===== src/include/decompose_config.svh =====
`ifndef DECOMPOSE_CONFIG_SVH
`define DECOMPOSE_CONFIG_SVH

// ---------------------------------------------------------------------
// ML-DSA decompose constants
// ---------------------------------------------------------------------

// Field modulus
`define DCMP_Q          8380417

// gamma2 = (q-1)/32
`define DCMP_GAMMA2     261888

// Polynomials per block and coefficients per polynomial
`define DCMP_K          8
`define DCMP_N          256

// Coefficients packed into one memory word
`define DCMP_LANES      4

// Width of one coefficient
`define DCMP_COEFF_W    24

// Source memory holds 1024 words
`define DCMP_ADDR_W     10

`endif


===== src/rtl/decompose_pkg.sv =====
`include "decompose_config.svh"

package decompose_pkg;

    // -----------------------------------------------------------------
    // Data widths
    // -----------------------------------------------------------------
    typedef logic [`DCMP_COEFF_W-1:0] coeff_t;
    typedef logic signed [19:0] r0_t;
    // Raw high part before the q-1 fix, 0 to 16
    typedef logic [4:0] r1_raw_t;
    typedef logic [3:0] r1_t;
    typedef logic [`DCMP_ADDR_W-1:0] mem_addr_t;
    typedef logic [`DCMP_LANES*`DCMP_COEFF_W-1:0] src_word_t;
    // Each lane is {r1, r0 mod q}
    typedef logic [`DCMP_LANES*(4+`DCMP_COEFF_W)-1:0] result_word_t;

    // -----------------------------------------------------------------
    // Memory operations and FSM states
    // -----------------------------------------------------------------
    typedef enum logic [1:0] {RW_IDLE, RW_READ, RW_WRITE} mem_op_e;

    typedef enum logic {DCMP_RD_IDLE, DCMP_RD_MEM} dcmp_read_state_e;

    typedef enum logic {DCMP_WR_IDLE, DCMP_WR_MEM} dcmp_write_state_e;

endpackage


===== src/rtl/dcmp_result_if.sv =====
`timescale 1ns/1ps
`include "decompose_config.svh"

interface dcmp_result_if;

    // Low parts from the mod 2*gamma2 path
    logic r0_valid;
    decompose_pkg::r0_t r0 [`DCMP_LANES];

    // Raw high parts from the threshold ladder
    logic r1_valid;
    decompose_pkg::r1_raw_t r1 [`DCMP_LANES];

    modport r0_src (
        output r0_valid,
        output r0
    );

    // r0_valid is visible here so the two paths can be cross-checked
    modport r1_src (
        input  r0_valid,
        output r1_valid,
        output r1
    );

    modport sink (
        input r0_valid,
        input r0,
        input r1_valid,
        input r1
    );

endinterface


===== src/rtl/high_bits_unit.sv =====
`timescale 1ns/1ps
`include "decompose_config.svh"

module high_bits_unit (
    input  logic                     clk,
    input  logic                     reset_n,
    input  logic                     zeroize,
    input  decompose_pkg::mem_op_e   rd_op,
    input  decompose_pkg::src_word_t rd_data,
    dcmp_result_if.r1_src            result
);

    logic rd_data_vld;

    decompose_pkg::coeff_t  coeff   [`DCMP_LANES];
    decompose_pkg::r1_raw_t r1_next [`DCMP_LANES];

    // -----------------------------------------------------------------
    // Threshold ladder
    // -----------------------------------------------------------------
    // r1 is the number of odd multiples of gamma2 strictly below r
    always_comb begin
        for (int i = 0; i < `DCMP_LANES; i++) begin
            coeff[i]   = rd_data[i*`DCMP_COEFF_W +: `DCMP_COEFF_W];
            r1_next[i] = '0;
            for (int k = 0; k < 16; k++) begin
                if (coeff[i] > decompose_pkg::coeff_t'((2*k + 1) * `DCMP_GAMMA2)) begin
                    r1_next[i] = r1_next[i] + 1'b1;
                end
            end
        end
    end

    always_ff @(posedge clk or negedge reset_n) begin
        if (!reset_n) begin
            rd_data_vld     <= 1'b0;
            result.r1_valid <= 1'b0;
        end else if (zeroize) begin
            rd_data_vld     <= 1'b0;
            result.r1_valid <= 1'b0;
        end else begin
            rd_data_vld     <= (rd_op == decompose_pkg::RW_READ);
            result.r1_valid <= rd_data_vld;
        end
    end

    always_ff @(posedge clk) begin
        if (rd_data_vld) begin
            for (int i = 0; i < `DCMP_LANES; i++) begin
                result.r1[i] <= r1_next[i];
            end
        end
    end

    // Both arithmetic paths must stay in lockstep
    path_align_a: assert property (
        @(posedge clk) disable iff (!reset_n)
        result.r1_valid == result.r0_valid
    ) else $error("r0 and r1 paths out of step");

endmodule


===== src/flat_wrapper.sv =====
// flat-port wrapper written by rule: the top's interface ports become plain ports
module high_bits_unit_flat 
  (clk, reset_n, zeroize, rd_op, rd_data, result_r0_valid, result_r1_valid, result_r1);
  dcmp_result_if result_i ();
  input  logic clk;
  input  logic reset_n;
  input  logic zeroize;
  input  decompose_pkg::mem_op_e rd_op;
  input  decompose_pkg::src_word_t rd_data;
  input wire logic [$bits(result_i.r0_valid)-1:0] result_r0_valid;
  output wire logic [$bits(result_i.r1_valid)-1:0] result_r1_valid;
  output wire logic [$bits(result_i.r1)-1:0] result_r1;
  assign result_i.r0_valid = result_r0_valid;
  assign result_r1_valid = result_i.r1_valid;
  assign result_r1 = {>>{result_i.r1}};
  high_bits_unit u_core (.clk(clk), .reset_n(reset_n), .zeroize(zeroize), .rd_op(rd_op), .rd_data(rd_data), .result(result_i));
endmodule

===== config.mk =====
export PLATFORM = sky130hd
export DESIGN_NAME = high_bits_unit_flat
export DESIGN_NICKNAME = d
export VERILOG_FILES = /design/src/rtl/decompose_pkg.sv /design/src/rtl/dcmp_result_if.sv /design/src/rtl/high_bits_unit.sv /design/src/flat_wrapper.sv
export VERILOG_INCLUDE_DIRS = /design/src /design/src/include
export SDC_FILE = /design/constraint.sdc
export NUM_CORES = 1
export LEC_CHECK = 0
export BUFFER_PORTS_ARGS = -buffer_cell sky130_fd_sc_hd__buf_2
export CORE_ASPECT_RATIO = 1.5
export CORE_MARGIN = 2
export CORE_UTILIZATION = 25
export CTS_BUF_LIST = sky130_fd_sc_hd__clkbuf_2 sky130_fd_sc_hd__clkbuf_4 sky130_fd_sc_hd__clkbuf_8
export DETAILED_ROUTE_END_ITERATION = 8
export PLACE_DENSITY = 0.52
export SLEW_MARGIN = 15
export SYNTH_ARGS = -nofsm -noshare
export SYNTH_HDL_FRONTEND = slang
export SYNTH_SLANG_ARGS = --single-unit

===== constraint.sdc =====
create_clock -name clk -period 1.3 [get_ports clk]
set_input_delay 0.065 -clock clk [delete_from_list [all_inputs] [get_ports clk]]
set_output_delay 0.065 -clock clk [all_outputs]
set_load 0.05 [all_outputs]

==> flow_metrics.py <==
metrics = {
    "run_status": {
        "outcome": "complete, but fails checks",
        "failed_checks": "negative setup slack",
    },
    "sta": {
        "hold_viol": 0,
        "tightestPinTransition_ps": 700,
        "slew_violations": 0,
        "tns_ps": -117340,
        "fin_ws_ps": -7490,
        "final-setup-viol-count": 20,
        "clock_skew_ps": 16.0,
        "period_share_pct": 676,
        "maxSlewHeadroom_pct": 52.9,
        "period_needed_ps": 8790,
        "rsz0062_at_grt": "yes",
        "fmax_mhz": 114,
    },
    "hold_path": {
        "hp-class": "in2reg",
        "hold_depth": 2,
        "min_from": "rd_op[0]",
        "hold_end": "u_core.rd_data_vld$_DFF_PN0_",
    },
    "yosys": {
        "yosysSeqAreaShare_pct": 6.32,
        "synthesis.nets": 1587,
        "ys_seq_elements": 22,
        "synth-simple-area-share_pct": 31.9,
        "yosysWarningCount": 0,
        "synth.avg_cell_area_sq_um": 7.24,
        "synth_top_family_by_area": "simple AND/OR/NAND/NOR gates",
        "syn_area_sq_um": 10300,
        "ys.flop_type": "edfxtp_1",
        "synthAdderAreaFrac_pct": 7.63,
        "synthArstFlopShare_pct": 9.09,
        "synth_edf_count": 20,
        "synth_xor_area_share_pct": 16.8,
        "synth_cells": 1423,
        "synth.distinct_cells": 112,
        "synth_compound_area_share_pct": 29.7,
        "muxShareOfSynthArea_pct": 3.26,
    },
    "worst_setup_path": {
        "r2r_setup_slack_ps": 420,
        "crit_buf_inv": 3,
        "worst-r2r-cell-count": 1,
        "path_class": "in2reg",
        "crit_top_cell": "ha_4",
        "max_stage_delay_ps": 330,
        "required_ps": 1330,
        "endpoint_kind": "register",
        "r2r-start": "u_core.rd_data_vld$_DFF_PN0_",
        "critPathLaunchType": "input pin",
        "worstPathMaxFanout": 3,
        "crit_slowest_cell": "ha_1",
        "rr_endpoint": "u_core.result.r1[9]$_DFFE_PP_",
        "worstPathArrival_ps": 8820,
        "cpLargestDelayFamily": "adder cells",
    },
    "layout": {
        "nNetsFinal": 2418,
        "diodes": 0,
        "drive_above_1_share_pct": 54.1,
        "final_common_cell": "buf_4",
        "post-route-util_pct": 47.3,
        "final_cell_mix": "710 x buf_4, 126 x nand2_1, 109 x nor2_1, 108 x buf_2, 78 x a21oi_1",
        "area_growth_pct": 87.8,
    },
    "pwr": {
        "leakagePower_uw": 0.00859,
        "irDropWorstVdd_uv": 1060,
        "power.share.sequential_pct": 5.0,
        "sw_frac_of_total_pct": 43.4,
        "clockPowerShare_pct": 1.8,
        "power.internal_uw": 16200,
        "pwr_density_cell_nw_per_um2": 1480,
        "combPwrFrac_pct": 93.2,
        "switchingPower_uw": 12400,
    },
    "grt": {
        "grt_max_degree": 22,
        "grt_pass1_wl_um": 66700,
        "grt_pass1_vias": 14643,
        "grt_antenna_before_repair": 0,
        "grt.busiest_layer": "met2",
        "use_met3_pct": 0.908,
        "grt_util_met1_pct": 18.4,
        "met2_usage_pct": 39.0,
        "grtUsageTotal_pct": 18.5,
        "grt_overflow_total": 0,
    },
    "drt": {
        "postRouteAntennaNets": 0,
        "viasPerCell": 5.07,
        "drc_errors": 0,
        "first_pass_iters": 7,
        "wirelength_um": 41400,
        "num_vias": 14025,
        "drtIter0Drc": 696,
        "wl_per_cell_um": 15.0,
    },
    "floorplan": {
        "dieArea_sq_um": 42900,
        "io_pins": 123,
        "start_util_pct": 25.2,
        "chipHeight_um": 253,
        "coreArea_sq_um": 40900,
        "rows": 91,
        "fp.dieW_um": 170,
    },
    "clock_network": {
        "clk_pin_slew_ps": 80,
        "clock_sinks": 22,
        "cts_tree": "yes",
        "htree_levels": 1,
        "clk_latency_ps": 290,
        "cts-root-buf": "clkbuf_8",
        "ctsLongestPathBuffers": 2,
        "cts_buffers": 3,
    },
    "placed_design": {
        "gp_congestion": 0.905,
        "dpl_worst_slack_ps": -8150,
        "io_buffers": 121,
        "place_hpwl_um": 33600,
    },
    "run": {
        "maxCapViolations": 0,
    },
}
==> cells by family after synthesis <==
logic type	Yosys count
AND/OR/NAND/NOR	612
AO/OA/AOI/OAI	423
XOR/XNOR	152
buffers and inverters	119
adder cells (fa/ha/maj)	63
multiplexers	32
flip-flops	22
==> worst max path at each step <==
stage | start | to | slack (ps) | cells past startpoint
after CTS | rd_data[13] | u_core.result.r1[19]$_DFFE_PP_ | -7590 | 51
after detailed placement | rd_data[17] | u_core.result.r1[19]$_DFFE_PP_ | -8150 | 51
after floorplan | rd_data[17] | u_core.result.r1[19]$_DFFE_PP_ | -7670 | 52
after global routing | rd_data[17] | u_core.result.r1[19]$_DFFE_PP_ | -7800 | 51
final | rd_data[17] | u_core.result.r1[19]$_DFFE_PP_ | -7490 | 51
after global placement | rd_data[17] | u_core.result.r1[19]$_DFFE_PP_ | -7940 | 51
==> layer usage <==
layer | wire length, um | up-vias | share of wire [%]
li1 | - | 7009 | -
met4 | 1520 | 0 | 3.7
met1 | 15200 | 6657 | 37
met2 | 23600 | 264 | 57
met3 | 963 | 95 | 2.3
met5 | 0 | - | 0
==> what timing repair did <==
action,CTS,global route
hold buffers,3,0
endpoints found under the setup margin,20,20
hold endpoints to repair,4,0
setup buffers,74,28
pin swaps,99,84
gates resized for setup,137,106
==> synthesized netlist by cell type (8+ instances only) <==
cell type	count	area [sq um]
nor3_1	43	215
or2_2	21	131
or3_1	12	75.1
a31oi_1	20	125
ha_1	62	776
xnor3_1	9	203
nor2b_1	16	100
a41oi_1	8	70.1
o211ai_1	19	143
mux2_2	12	135
clkbuf_1	41	154
a21o_1	18	135
nand2_1	143	537
nand2b_1	30	188
and2_1	33	206
a21oi_1	96	480
xor2_1	43	377
nand4_1	23	144
o22ai_1	10	62.6
o31ai_1	15	113
o21a_1	15	113
or4_1	8	60.1
nand3_1	47	235
a31o_2	11	96.3
xnor2_2	12	195
nor2_1	122	458
edfxtp_1	20	601
mux2i_1	20	200
o311ai_0	8	70.1
o31a_1	9	78.8
a211oi_1	22	165
inv_1	69	259
nor4_1	18	113
and3_1	25	156
a211o_1	9	78.8
xnor2_1	73	639
o21ai_0	56	280
==> power by group through the flow <==
stage	clock network [uW]	logic, uW	registers, uW
floorplan	0	13800	2070
global placement	0	22200	1460
detailed placement	0	22800	1450
CTS	536	25300	1450
global route	559	29000	1460
finish	510	26700	1440
==> through the flow <==
| stage | total power, uW | instance area (sq um) | hold slack (ps) | instances |
|---|---|---|---|---|
| floorplan | 15900 | 11300 | -231 | 1423 |
| global placement | 23700 | 17200 | -151 | 2660 |
| detailed placement | 24300 | 17200 | -145 | 2660 |
| CTS | 27300 | 18500 | 43.8 | 2740 |
| global route | 31100 | 19300 | 54.1 | 2764 |
| finish | 28600 | 19300 | 46.7 | 2764 |
==> registers in the layout (all words and copies together) (netlist names) <==
signal and flops:
u_core.result.r1_valid 1, u_core.rd_data_vld 1, u_core.result.r1 20
==> layout make-up <==
class                   instances  area (sq um)
repair buffers                874          6500
multi-input cells            1282         11200
clock buffers                   4          48.8
flip-flops and latches         22           651
fillers                      3983         21500
inverters                      71           279
well taps                     511           639
(Power assumes the default switching activity.)
