<file path="src/include/decompose_config.svh">
`ifndef DECOMPOSE_CONFIG_SVH
`define DECOMPOSE_CONFIG_SVH

// ---------------------------------------------------------------------
// ML-DSA decompose constants
// ---------------------------------------------------------------------

// Field modulus
`define DCMP_Q          8380417

// gamma2 = (q-1)/32
`define DCMP_GAMMA2     261888

// Polynomials per block and coefficients per polynomial
`define DCMP_K          8
`define DCMP_N          256

// Coefficients packed into one memory word
`define DCMP_LANES      4

// Width of one coefficient
`define DCMP_COEFF_W    24

// Source memory holds 1024 words
`define DCMP_ADDR_W     10

`endif

</file>
<file path="src/rtl/decompose_pkg.sv">
`include "decompose_config.svh"

package decompose_pkg;

    // -----------------------------------------------------------------
    // Data widths
    // -----------------------------------------------------------------
    typedef logic [`DCMP_COEFF_W-1:0] coeff_t;
    typedef logic signed [19:0] r0_t;
    // Raw high part before the q-1 fix, 0 to 16
    typedef logic [4:0] r1_raw_t;
    typedef logic [3:0] r1_t;
    typedef logic [`DCMP_ADDR_W-1:0] mem_addr_t;
    typedef logic [`DCMP_LANES*`DCMP_COEFF_W-1:0] src_word_t;
    // Each lane is {r1, r0 mod q}
    typedef logic [`DCMP_LANES*(4+`DCMP_COEFF_W)-1:0] result_word_t;

    // -----------------------------------------------------------------
    // Memory operations and FSM states
    // -----------------------------------------------------------------
    typedef enum logic [1:0] {RW_IDLE, RW_READ, RW_WRITE} mem_op_e;

    typedef enum logic {DCMP_RD_IDLE, DCMP_RD_MEM} dcmp_read_state_e;

    typedef enum logic {DCMP_WR_IDLE, DCMP_WR_MEM} dcmp_write_state_e;

endpackage

</file>
<file path="src/rtl/decompose_ctrl.sv">
`timescale 1ns/1ps
`include "decompose_config.svh"

module decompose_ctrl (
    input  logic                      clk,
    input  logic                      reset_n,
    input  logic                      zeroize,
    input  logic                      decompose_enable,
    input  decompose_pkg::mem_addr_t  src_base_addr,
    input  decompose_pkg::mem_addr_t  dest_base_addr,
    input  logic                      r0_ready,
    output decompose_pkg::mem_op_e    rd_op,
    output decompose_pkg::mem_addr_t  rd_addr,
    output decompose_pkg::mem_op_e    wr_op,
    output decompose_pkg::mem_addr_t  wr_addr,
    output logic                      decompose_done
);

    // Offset of the last word of a K*N block
    localparam decompose_pkg::mem_addr_t BLOCK_LAST =
        decompose_pkg::mem_addr_t'(`DCMP_K * `DCMP_N / `DCMP_LANES - 1);

    decompose_pkg::mem_addr_t src_base_reg;
    decompose_pkg::mem_addr_t dest_base_reg;
    logic rd_last;
    logic wr_last;
    logic rd_busy;

    decompose_pkg::dcmp_read_state_e  rd_state, rd_state_nxt;
    decompose_pkg::dcmp_write_state_e wr_state, wr_state_nxt;

    // -----------------------------------------------------------------
    // Address counters
    // -----------------------------------------------------------------
    // Base is captured every idle cycle, so the value at the start strobe sticks
    always_ff @(posedge clk or negedge reset_n) begin
        if (!reset_n) begin
            rd_addr      <= '0;
            src_base_reg <= '0;
        end else if (zeroize) begin
            rd_addr      <= '0;
            src_base_reg <= '0;
        end else if (rd_state == decompose_pkg::DCMP_RD_IDLE) begin
            rd_addr      <= src_base_addr;
            src_base_reg <= src_base_addr;
        end else begin
            rd_addr <= rd_addr + 1'b1;
        end
    end

    always_ff @(posedge clk or negedge reset_n) begin
        if (!reset_n) begin
            wr_addr       <= '0;
            dest_base_reg <= '0;
        end else if (zeroize) begin
            wr_addr       <= '0;
            dest_base_reg <= '0;
        end else if (wr_state == decompose_pkg::DCMP_WR_IDLE) begin
            wr_addr       <= dest_base_addr;
            dest_base_reg <= dest_base_addr;
        end else begin
            wr_addr <= wr_addr + 1'b1;
        end
    end

    // End of block, wrapping modulo memory depth
    assign rd_last = (rd_addr == decompose_pkg::mem_addr_t'(src_base_reg + BLOCK_LAST));
    assign wr_last = (wr_addr == decompose_pkg::mem_addr_t'(dest_base_reg + BLOCK_LAST));
    assign rd_busy = (rd_state == decompose_pkg::DCMP_RD_MEM);

    // -----------------------------------------------------------------
    // Read and write FSMs
    // -----------------------------------------------------------------
    always_ff @(posedge clk or negedge reset_n) begin
        if (!reset_n) begin
            rd_state <= decompose_pkg::DCMP_RD_IDLE;
            wr_state <= decompose_pkg::DCMP_WR_IDLE;
        end else if (zeroize) begin
            rd_state <= decompose_pkg::DCMP_RD_IDLE;
            wr_state <= decompose_pkg::DCMP_WR_IDLE;
        end else begin
            rd_state <= rd_state_nxt;
            wr_state <= wr_state_nxt;
        end
    end

    always_comb begin
        rd_state_nxt = rd_state;
        case (rd_state)
            decompose_pkg::DCMP_RD_IDLE:
                if (decompose_enable) rd_state_nxt = decompose_pkg::DCMP_RD_MEM;
            decompose_pkg::DCMP_RD_MEM:
                if (rd_last) rd_state_nxt = decompose_pkg::DCMP_RD_IDLE;
            default:
                rd_state_nxt = decompose_pkg::DCMP_RD_IDLE;
        endcase
    end

    // Writes start once the first result leaves the arithmetic stage
    always_comb begin
        wr_state_nxt = wr_state;
        case (wr_state)
            decompose_pkg::DCMP_WR_IDLE:
                if (rd_busy && r0_ready) wr_state_nxt = decompose_pkg::DCMP_WR_MEM;
            decompose_pkg::DCMP_WR_MEM:
                if (wr_last) wr_state_nxt = decompose_pkg::DCMP_WR_IDLE;
            default:
                wr_state_nxt = decompose_pkg::DCMP_WR_IDLE;
        endcase
    end

    assign rd_op = rd_busy ? decompose_pkg::RW_READ : decompose_pkg::RW_IDLE;
    assign wr_op = (wr_state == decompose_pkg::DCMP_WR_MEM) ?
                   decompose_pkg::RW_WRITE : decompose_pkg::RW_IDLE;
    assign decompose_done = (rd_state == decompose_pkg::DCMP_RD_IDLE) &&
                            (wr_state == decompose_pkg::DCMP_WR_IDLE);

    // Write side only starts on a valid result
    wr_start_needs_ready_a: assert property (
        @(posedge clk) disable iff (!reset_n)
        (wr_state == decompose_pkg::DCMP_WR_IDLE && !r0_ready) |=>
            (wr_state == decompose_pkg::DCMP_WR_IDLE)
    ) else $error("write FSM started without r0_ready");

    done_low_when_busy_a: assert property (
        @(posedge clk) disable iff (!reset_n)
        (rd_busy || wr_state == decompose_pkg::DCMP_WR_MEM) |-> !decompose_done
    ) else $error("decompose_done high during a run");

endmodule

</file>
<file path="config.mk">
export PLATFORM = sky130hd
export DESIGN_NAME = decompose_ctrl
export DESIGN_NICKNAME = d
export VERILOG_FILES = /design/src/rtl/decompose_pkg.sv /design/src/rtl/decompose_ctrl.sv
export VERILOG_INCLUDE_DIRS = /design/src /design/src/include
export SDC_FILE = /design/constraint.sdc
export NUM_CORES = 1
export LEC_CHECK = 0
export BUFFER_PORTS_ARGS = -buffer_cell sky130_fd_sc_hd__buf_4
export CAP_MARGIN = 25
export CORE_MARGIN = 2
export CORE_UTILIZATION = 45
export CTS_CLUSTER_SIZE = 28
export DETAILED_ROUTE_END_ITERATION = 12
export PLACE_DENSITY = 0.64
export SLEW_MARGIN = 10
export SYNTH_ARGS = -nofsm -noshare
export SYNTH_HDL_FRONTEND = slang
export SYNTH_SLANG_ARGS = --single-unit
</file>
<file path="constraint.sdc">
create_clock -name clk -period 3.02 [get_ports clk]
set_input_delay 0.906 -clock clk [delete_from_list [all_inputs] [get_ports clk]]
set_output_delay 0.906 -clock clk [all_outputs]
set_load 0.02 [all_outputs]
</file>
==> reports/qor.yml <==
finClkSkew_ns: 0.00650
cts.path.max_buffers: 2
worst_skew_pair.late_latency_ns: 0.29
detail_route.vias_per_cell: 5.31
maxCapViolCount: 0
power_density_nw_per_um2: 477
cts_tree: "built"
yosys.cell_types.count: 38
status: "complete, no violations"
synthXorXnorAreaFrac_pct: 16.2
design_power_total_mw: 1.45
layout-area-overhead-vs-synth_pct: 18.9
worst_ir_drop_vdd_mv: 0.207
layout_commonest_cell: "sky130_fd_sc_hd__buf_4"
unrepaired_setup_endpoints_after_global_routing: "no"
grt_pass1_wl_um: 9240
yosysTopAreaCellShare_pct: 41.3
via_count: 2023
grt_usage_pct: 18.6
placement.cell_area_um2: 2920
worst_ep_required_time_ns: 2.11
gr-total-overflow: 0
cts_inserted_buffers: 5
start_kind: "register"
synth_mux_area_share_pct: 6.68
netlist_area_um2: 2550
port_buffers: 47
design.final.nets: 337
crit_arrival_ns: 1.22
postSynthRegisterBits: 42
total_routed_wirelength_um: 5400
drc_errors: 0
async_flop_share_pct: 100
detailedRoute.firstIterationViolations: 48
post_cts_hold_buffer_count: 0
timing_worst_slew_pin_value_ns: 0.757
cp-end-kind: "output pin"
dp_hpwl_um: 3800
setup_viol: 0
synth_warnings: 0
finalCriticalPeriod_ns: 2.13
io_pins: 50
final_cell_mix: "49 x sky130_fd_sc_hd__buf_4, 43 x sky130_fd_sc_hd__nor2_1, 42 x sky130_fd_sc_hd__dfrtp_1"
fin_tns_setup_ns: 0
syn_area_per_cell_um2: 9.43
fp.dieArea_um2: 6280
h-tree-depth: 2
finalCritPeriodShare_pct: 70.5
cts.repair.resized: 0
clk_root_buffer_cell: "sky130_fd_sc_hd__clkbuf_8"
stdcell_area_um2: 3030
start_util_pct: 46.5
drt_first_pass_iters: 4
relSlewSlack_pct: 49.4
synth_sequential_area_ratio_pct: 41.3
gp_routability_congestion: 0.864
main_combinational_cell_family_by_area_after_synthesis: "simple AND/OR/NAND/NOR gates"
dieHeight_um: 79.2
synth-main-ff-cell: "sky130_fd_sc_hd__dfrtp_1"
maxSlewViolCount: 0
design.core.area_um2: 5470
timing.setup.critical_path_class: "reg -> out"
cts.sink_count: 42
share_of_layout_cells_above_drive_strength_1_pct: 20.7
power.static_leakage_nw: 1.34
synth_area_leaders: "sky130_fd_sc_hd__dfrtp_1 41%, sky130_fd_sc_hd__xor2_1 8.3%, sky130_fd_sc_hd__xnor2_1 7.9%"
synth-compound-area-share_pct: 9.92
synthesized_netlist_cell_count: 270
first_global_vias: 1944
row_count: 27
timing.critical_path.fanout_max: 35
timing.final.hold_violations: 0
hp-class: "reg -> reg"
diodes: 0
synth-simple-area-share_pct: 19.5
cts.clk_slew.worst_paths_ns: 0.08
post-synth-top-area-cell: "sky130_fd_sc_hd__dfrtp_1"
synth_edf_count: 0
final_antenna_net_count: 0
antenna_found_initial: 0
max_clock_freq_mhz: 470
post_cts_buffers: 0
grt_start_max_net_pins: 43
post_synth_fa_ha_maj_area_fraction_pct: 1.96
route.detailed.wl_per_inst_um: 14.2
fp.dieW_um: 79.2
## stage by stage
| stage | std cells | utilization, % | setup WS (ns) | hold slack, ns |
|---|---|---|---|---|
| 6_report | 381 | 55.3 | 0.892 | 0.559 |
| 5_1_grt | 381 | 55.3 | 0.807 | 0.604 |
| 4_1_cts | 381 | 55.3 | 0.878 | 0.567 |
| 3_5_place_dp | 373 | 53.4 | 1.12 | 0.547 |
| 3_3_place_gp | 373 | 53.4 | 1.18 | 0.537 |
| 2_1_floorplan | 271 | - | 1.11 | 0.510 |
## logic make-up after synthesis
group / after synthesis
and+or+nand+nor: 99
xor gates and xnor gates: 47
DFF: 42
AOI/OAI and AO/OA: 35
buffers and inverters: 25
muxes: 17
adders and majority gates: 4
other: 1
## cell usage after synthesis (3+ instances only)
| cell | number |
|---|---|
| sky130_fd_sc_hd__clkbuf_1 | 13 |
| sky130_fd_sc_hd__xor2_1 | 24 |
| sky130_fd_sc_hd__buf_4 | 4 |
| sky130_fd_sc_hd__nand2b_1 | 4 |
| sky130_fd_sc_hd__xnor2_1 | 23 |
| sky130_fd_sc_hd__mux2i_1 | 17 |
| sky130_fd_sc_hd__nor2_1 | 43 |
| sky130_fd_sc_hd__a211oi_1 | 18 |
| sky130_fd_sc_hd__ha_1 | 4 |
| sky130_fd_sc_hd__nand3_1 | 14 |
| sky130_fd_sc_hd__inv_1 | 5 |
| sky130_fd_sc_hd__a21oi_1 | 8 |
| sky130_fd_sc_hd__nor3_1 | 3 |
| sky130_fd_sc_hd__dfrtp_1 | 42 |
| sky130_fd_sc_hd__nand2_1 | 12 |
| sky130_fd_sc_hd__and3_1 | 5 |
## power by group
group / leakage [nW] / switching, mW / internal, mW
combinational: 0.742 / 0.185 / 0.165
sequential: 0.545 / 0.0573 / 0.601
clock: 0.0579 / 0.195 / 0.243
total: 1.34 / 0.437 / 1.01
## metal layers
layer  part of all wire (%)  routed length (um)  up-vias  global-route usage (%)
li1                       -                   -      991                       -
met1                     45                2440      981                    24.1
met2                     50                2680       44                    31.6
met3                    4.0                 218        7                    3.75
met4                    1.1                  58        0                    5.17
met5                      0                   0        -                       0
## area by class of cell
cell class / instances / area, um2
sequential: 42 / 1050
fill: 535 / 2440
multi-input combinational: 204 / 1390
inverter: 6 / 22.5
tap: 72 / 90.1
clock buffer: 5 / 68.8
clock inverter: 3 / 40.0
timing repair buffer: 49 / 368
## critical path, cell delays in order, from the launching register on
cell and delay, ns:
sky130_fd_sc_hd__dfrtp_1 0.33, sky130_fd_sc_hd__buf_4 0.36, sky130_fd_sc_hd__nor2_1 0.07, sky130_fd_sc_hd__buf_4 0.17
## path summary, 6_finish.rpt
path | slack (ns) | from | end | depth (start not counted)
worst max-delay path | 0.89 | rd_busy | decompose_done | 3
worst max register to register | 0.99 | dest_base_reg[0] | wr_state | 7
worst min register to register | 0.56 | src_base_reg[9] | src_base_reg[9] | 2
min in group asynchronous | 0.59 | reset_n | src_base_reg[1] | 1
max in group asynchronous | 2.04 | reset_n | src_base_reg[5] | 1
worst min-delay path | 0.56 | src_base_reg[9] | src_base_reg[9] | 2
Note: power is estimated with default switching activity, not from simulation.
