===== src/include/decompose_config.svh =====
`ifndef DECOMPOSE_CONFIG_SVH
`define DECOMPOSE_CONFIG_SVH

// ---------------------------------------------------------------------
// ML-DSA decompose constants
// ---------------------------------------------------------------------

// Field modulus
`define DCMP_Q          8380417

// gamma2 = (q-1)/32
`define DCMP_GAMMA2     261888

// Polynomials per block and coefficients per polynomial
`define DCMP_K          8
`define DCMP_N          256

// Coefficients packed into one memory word
`define DCMP_LANES      4

// Width of one coefficient
`define DCMP_COEFF_W    24

// Source memory holds 1024 words
`define DCMP_ADDR_W     10

`endif


===== src/rtl/decompose_pkg.sv =====
`include "decompose_config.svh"

package decompose_pkg;

    // -----------------------------------------------------------------
    // Data widths
    // -----------------------------------------------------------------
    typedef logic [`DCMP_COEFF_W-1:0] coeff_t;
    typedef logic signed [19:0] r0_t;
    // Raw high part before the q-1 fix, 0 to 16
    typedef logic [4:0] r1_raw_t;
    typedef logic [3:0] r1_t;
    typedef logic [`DCMP_ADDR_W-1:0] mem_addr_t;
    typedef logic [`DCMP_LANES*`DCMP_COEFF_W-1:0] src_word_t;
    // Each lane is {r1, r0 mod q}
    typedef logic [`DCMP_LANES*(4+`DCMP_COEFF_W)-1:0] result_word_t;

    // -----------------------------------------------------------------
    // Memory operations and FSM states
    // -----------------------------------------------------------------
    typedef enum logic [1:0] {RW_IDLE, RW_READ, RW_WRITE} mem_op_e;

    typedef enum logic {DCMP_RD_IDLE, DCMP_RD_MEM} dcmp_read_state_e;

    typedef enum logic {DCMP_WR_IDLE, DCMP_WR_MEM} dcmp_write_state_e;

endpackage


===== src/rtl/dcmp_result_if.sv =====
`timescale 1ns/1ps
`include "decompose_config.svh"

interface dcmp_result_if;

    // Low parts from the mod 2*gamma2 path
    logic r0_valid;
    decompose_pkg::r0_t r0 [`DCMP_LANES];

    // Raw high parts from the threshold ladder
    logic r1_valid;
    decompose_pkg::r1_raw_t r1 [`DCMP_LANES];

    modport r0_src (
        output r0_valid,
        output r0
    );

    // r0_valid is visible here so the two paths can be cross-checked
    modport r1_src (
        input  r0_valid,
        output r1_valid,
        output r1
    );

    modport sink (
        input r0_valid,
        input r0,
        input r1_valid,
        input r1
    );

endinterface


===== src/rtl/decompose_combine.sv =====
`timescale 1ns/1ps
`include "decompose_config.svh"

module decompose_combine (
    input  logic                        clk,
    input  logic                        reset_n,
    input  logic                        zeroize,
    dcmp_result_if.sink                 parts,
    output decompose_pkg::result_word_t wr_data,
    output logic                        data_valid
);

    localparam int LANE_W = $bits(decompose_pkg::r1_t) + `DCMP_COEFF_W;

    decompose_pkg::r1_t    r1_fix  [`DCMP_LANES];
    decompose_pkg::r0_t    r0_adj  [`DCMP_LANES];
    decompose_pkg::coeff_t r0_modq [`DCMP_LANES];
    decompose_pkg::result_word_t packed_nxt;

    // -----------------------------------------------------------------
    // q-1 corner case and mod-q form of r0
    // -----------------------------------------------------------------
    always_comb begin
        packed_nxt = '0;
        for (int i = 0; i < `DCMP_LANES; i++) begin
            // Raw r1 of 16 means r - r0 = q-1
            if (parts.r1[i] == 5'd16) begin
                r1_fix[i] = '0;
                r0_adj[i] = parts.r0[i] - decompose_pkg::r0_t'(1);
            end else begin
                r1_fix[i] = parts.r1[i][3:0];
                r0_adj[i] = parts.r0[i];
            end
            if (r0_adj[i] < 0) begin
                r0_modq[i] = decompose_pkg::coeff_t'(int'(r0_adj[i]) + `DCMP_Q);
            end else begin
                r0_modq[i] = decompose_pkg::coeff_t'(r0_adj[i]);
            end
            packed_nxt[i*LANE_W +: LANE_W] = {r1_fix[i], r0_modq[i]};
        end
    end

    always_ff @(posedge clk or negedge reset_n) begin
        if (!reset_n) begin
            data_valid <= 1'b0;
        end else if (zeroize) begin
            data_valid <= 1'b0;
        end else begin
            data_valid <= parts.r0_valid && parts.r1_valid;
        end
    end

    always_ff @(posedge clk) begin
        if (parts.r0_valid && parts.r1_valid) begin
            wr_data <= packed_nxt;
        end
    end

    for (genvar g = 0; g < `DCMP_LANES; g++) begin : g_result_chk
        r0_below_q_a: assert property (
            @(posedge clk) disable iff (!reset_n)
            data_valid |-> (wr_data[g*LANE_W +: `DCMP_COEFF_W] < `DCMP_Q)
        ) else $error("result lane %0d has r0 outside [0, q)", g);
    end

endmodule


===== src/flat_wrapper.sv =====
// flat-port wrapper written by rule: the top's interface ports become plain ports
module decompose_combine_flat 
  (clk, reset_n, zeroize, wr_data, data_valid, parts_r0_valid, parts_r0, parts_r1_valid, parts_r1);
  dcmp_result_if parts_i ();
  input  logic clk;
  input  logic reset_n;
  input  logic zeroize;
  output decompose_pkg::result_word_t wr_data;
  output logic data_valid;
  input wire logic [$bits(parts_i.r0_valid)-1:0] parts_r0_valid;
  input wire logic [$bits(parts_i.r0)-1:0] parts_r0;
  input wire logic [$bits(parts_i.r1_valid)-1:0] parts_r1_valid;
  input wire logic [$bits(parts_i.r1)-1:0] parts_r1;
  assign parts_i.r0_valid = parts_r0_valid;
  assign parts_i.r0 = {>>{parts_r0}};
  assign parts_i.r1_valid = parts_r1_valid;
  assign parts_i.r1 = {>>{parts_r1}};
  decompose_combine u_core (.clk(clk), .reset_n(reset_n), .zeroize(zeroize), .parts(parts_i), .wr_data(wr_data), .data_valid(data_valid));
endmodule

===== config.mk =====
export PLATFORM = sky130hd
export DESIGN_NAME = decompose_combine_flat
export DESIGN_NICKNAME = d
export VERILOG_FILES = /design/src/rtl/decompose_pkg.sv /design/src/rtl/dcmp_result_if.sv /design/src/rtl/decompose_combine.sv /design/src/flat_wrapper.sv
export VERILOG_INCLUDE_DIRS = /design/src /design/src/include
export SDC_FILE = /design/constraint.sdc
export NUM_CORES = 1
export LEC_CHECK = 0
export BUFFER_PORTS_ARGS = -buffer_cell sky130_fd_sc_hd__clkbuf_2
export CORE_MARGIN = 2
export CORE_UTILIZATION = 25
export DETAILED_ROUTE_END_ITERATION = 16
export GPL_TIMING_DRIVEN = 0
export PLACE_DENSITY_LB_ADDON = 0.25
export SETUP_SLACK_MARGIN = 0.1
export SLEW_MARGIN = 25
export SYNTH_ARGS = -nofsm -noshare
export SYNTH_HDL_FRONTEND = slang
export SYNTH_SLANG_ARGS = --single-unit

===== constraint.sdc =====
create_clock -name clk -period 0.8 [get_ports clk]
set_input_delay 0.04 -clock clk [delete_from_list [all_inputs] [get_ports clk]]
set_output_delay 0.04 -clock clk [all_outputs]
set_load 0.1 [all_outputs]

==> results.py <==
metrics = {
    "worst_setup_path": {
        "path_cells": "clkbuf_16 -> or4_4 -> or3_4 -> or4_4 -> xor2_4 -> buf_6 -> or3_4 -> mux2i_2 -> xnor2_1",
        "required_ns": 0.97,
        "crit_path_top_delay_cell": "or4_4",
        "end_kind": "flop",
        "slowest_delay_ns": 0.52,
        "worstSetupStartpointType": "input port",
        "path_class": "in2reg",
        "crit_fanout": 2,
        "cp.arrival_ns": 2.52,
    },
    "route": {
        "vias": 7968,
        "route.detailed.drc": 0,
        "avgViaCountPerCell": 4.87,
        "wl_per_cell_um": 16.4,
        "drt_first_pass_iters": 5,
        "wl_um": 26900,
        "drt-initial-drc-count": 369,
        "ant_nets": 0,
    },
    "sta": {
        "finalCritPeriodShare_pct": 293,
        "finalHoldViolations": 1,
        "worst_pin_slew_ns": 0.550,
        "slew_violations": 0,
        "relSlewSlack_pct": 63.2,
        "setup_viol": 205,
        "rsz0062_at_grt": "yes",
        "worst_slack_ns": -1.54,
        "fin_setup_tns_ns": -127.41,
        "hold_ws_ns": -0.00670,
        "fmax_ghz": 0.427,
        "period_needed_ns": 2.34,
    },
    "pwr": {
        "p_leak_uw": 0.00567,
        "ir_drop_mv": 1.09,
        "finalPower_uw": 22300,
        "cellPowerDensity_nw_per_um2": 1490,
    },
    "clock_tree": {
        "hold_buffers": 24,
        "cts_made_buffers": 17,
        "clk_path_buf_depth": 2,
        "cts_tree": "yes",
        "clockRootBuffer": "clkbuf_16",
        "clock-sinks": 113,
        "clk_pin_slew_ns": 0.06,
        "cts_htree_levels": 4,
    },
    "floorplanning": {
        "initial_utilization_pct": 25.5,
        "fp-row-count": 64,
        "die_width_um": 181,
        "io_pins": 218,
        "core-area_um2": 30700,
        "die_h_um": 181,
        "die_area_um2": 32700,
    },
    "finish": {
        "final_cells": 1637,
        "post-route-util_pct": 48.7,
        "syn_to_final_growth_pct": 91.4,
        "drive_gt1_share_pct": 55.2,
        "fillers": 2731,
        "n_antenna_cell": 0,
        "register_area_um2": 3390,
        "nets": 1341,
        "multi_input_area_um2": 5710,
    },
    "worst_hold_path": {
        "hp-start": "parts_r1[5]",
        "whs_endpoint": "u_core.wr_data[80]",
        "worstHoldPathCells": 3,
        "hold_path.class": "in2reg",
    },
    "run_status": {
        "status": "finished, violations left",
        "violations": "hold timing, setup timing",
    },
    "global_routing": {
        "antenna_found_initial": 0,
        "grt_pass1_vias": 8033,
        "grt.overflow.total": 0,
        "grt_usage_pct": 15.9,
        "grt_pass1_wl_um": 42000,
        "grt_max_degree": 49,
    },
    "yosys": {
        "synth_edf_count": 112,
        "ys_ff_latch": 113,
        "synth.top_cell.area_share_pct": 43.1,
        "synth.area.top_cells": "edfxtp_1 43%, xnor2_1 9.0%, xor2_1 4.2%",
        "yosys.area_share.simple_pct": 25.7,
        "synthFlopType": "edfxtp_1",
        "synth_xor_area_share_pct": 13.3,
        "synthesis.area_um2": 7810,
        "synth_area_per_cell_um2": 9.65,
        "yosysTopAreaCell": "edfxtp_1",
        "async_flop_share_pct": 0.885,
        "ys_seq_area_share_pct": 43.4,
        "yosys-mux-area-fraction_pct": 2.21,
        "synth_compound_area_share_pct": 10.3,
        "ys_warn_count": 0,
        "synth_top_family_by_area": "simple AND/OR/NAND/NOR gates",
        "synth_fa_ha_area_share_pct": 1.28,
        "synthDistinctLibCells": 76,
        "synth_cells": 809,
    },
    "placement": {
        "port_buffers": 201,
        "place.gp.congestion": 0.827,
        "place_inst": 1411,
        "pre_cts_slack_ns": -2.24,
        "hpwl_um": 17600,
    },
    "flow_run": {
        "maxCapViolCount": 0,
    },
}
==> final cells by class <==
type | count | area share, %
multi-input combinational | 625 | 38.2
timing repair buffer | 398 | 28.8
sequential | 113 | 22.7
tap | 396 | 3.32
clock buffer | 17 | 2.85
buffer | 42 | 1.95
inverter | 31 | 1.27
clock inverter | 15 | 0.921
==> synthesized netlist by cell type (8+ instances only) <==
cell and count:
nor3_1 43, or3_1 26, nand2_1 74, mux2i_1 15, o21ai_0 33, xor2_1 37
nor4_1 21, ha_1 8, edfxtp_1 112, or4b_2 8, xnor2_1 80, inv_1 28
and2_1 12, a21oi_1 16, nor2_1 53, clkbuf_1 40, nand3_1 32, nand4_1 18
==> where the power goes <==
part	internal, uW	leakage (uW)	switching [uW]
Combinational	2710	0.00435	4840
Clock	4290	0.000258	3160
Sequential	7030	0.00106	269
==> worst max path at each step <==
| stage | startpoint | end | slack, ns | depth (start not counted) |
|---|---|---|---|---|
| 3_3_place_gp | parts_r0[45] | u_core.wr_data[36] | -2.21 | 10 |
| 5_1_grt | parts_r1[5] | u_core.wr_data[70] | -1.57 | 13 |
| 3_5_place_dp | parts_r0[45] | u_core.wr_data[36] | -2.24 | 10 |
| 4_1_cts | parts_r0[55] | u_core.wr_data[39] | -1.60 | 9 |
| 2_1_floorplan | parts_r0[52] | u_core.wr_data[39] | -1.75 | 7 |
| 6_report | parts_r0[52] | u_core.wr_data[39] | -1.54 | 9 |
==> cells in the final DEF, fill, tap and decap left out, types with 9 or more instances in the layout <==
| cell type | count |
|---|---|
| buf_12 | 17 |
| buf_4 | 127 |
| buf_6 | 50 |
| buf_8 | 106 |
| clkbuf_1 | 22 |
| clkbuf_16 | 30 |
| clkbuf_2 | 65 |
| dlygate4sd3_1 | 24 |
| edfxtp_1 | 112 |
| inv_1 | 18 |
| nand2_1 | 45 |
| nand2_2 | 18 |
| nand2_4 | 9 |
| nand3_1 | 15 |
| nand3_4 | 9 |
| nand4_1 | 18 |
| nor2_1 | 36 |
| nor2_4 | 13 |
| nor3_1 | 30 |
| nor4_1 | 10 |
| nor4_4 | 11 |
| o21ai_0 | 9 |
| o21ai_1 | 12 |
| or3_1 | 12 |
| or3_4 | 15 |
| or4b_4 | 9 |
| xnor2_1 | 61 |
| xnor2_2 | 19 |
| xor2_1 | 34 |
==> repair_timing <==
action / in CTS / in global routing
gates cloned: 1 / 0
resized for setup: 425 / 293
pin swaps: 110 / 113
hold endpoints to repair: 30 / 4
buffers inserted: 133 / 56
endpoints found under the setup margin: 292 / 205
==> per-layer routing <==
metal  GRT usage [%]  up-vias  wire length, um
li1                -     3850                -
met1            19.6     3852            11300
met2            27.3      229            13900
met3            3.93       37             1280
met4            5.26        0              454
met5               0        -                0
==> critical path, delay by kind of cell <==
| kind | cells | cell delay (ns) |
|---|---|---|
| xor gates and xnor gates | 2 | 0.31 |
| buffers and inverters | 2 | 0.24 |
| muxes | 1 | 0.17 |
| and+or+nand+nor | 4 | 1.75 |
==> registers in the layout, summed over array words and instances, names as in the netlist <==
register           count
u_core.data_valid      1
u_core.wr_data       112
==> metrics by stage <==
step	hold WS, ns	area, um2
finish	-0.00670	14900
global route	-0.0143	14900
CTS	-0.0377	13900
detailed placement	-0.184	10100
global placement	-0.185	10100
floorplan	-0.256	8570
==> logic make-up after synthesis <==
logic type,Yosys count
xor gates and xnor gates,118
and+or+nand+nor,359
AOI/OAI and AO/OA,118
adders and majority gates,8
DFF,113
other,1
muxes,17
buffers and inverters,75
(Power assumes the default switching activity.)
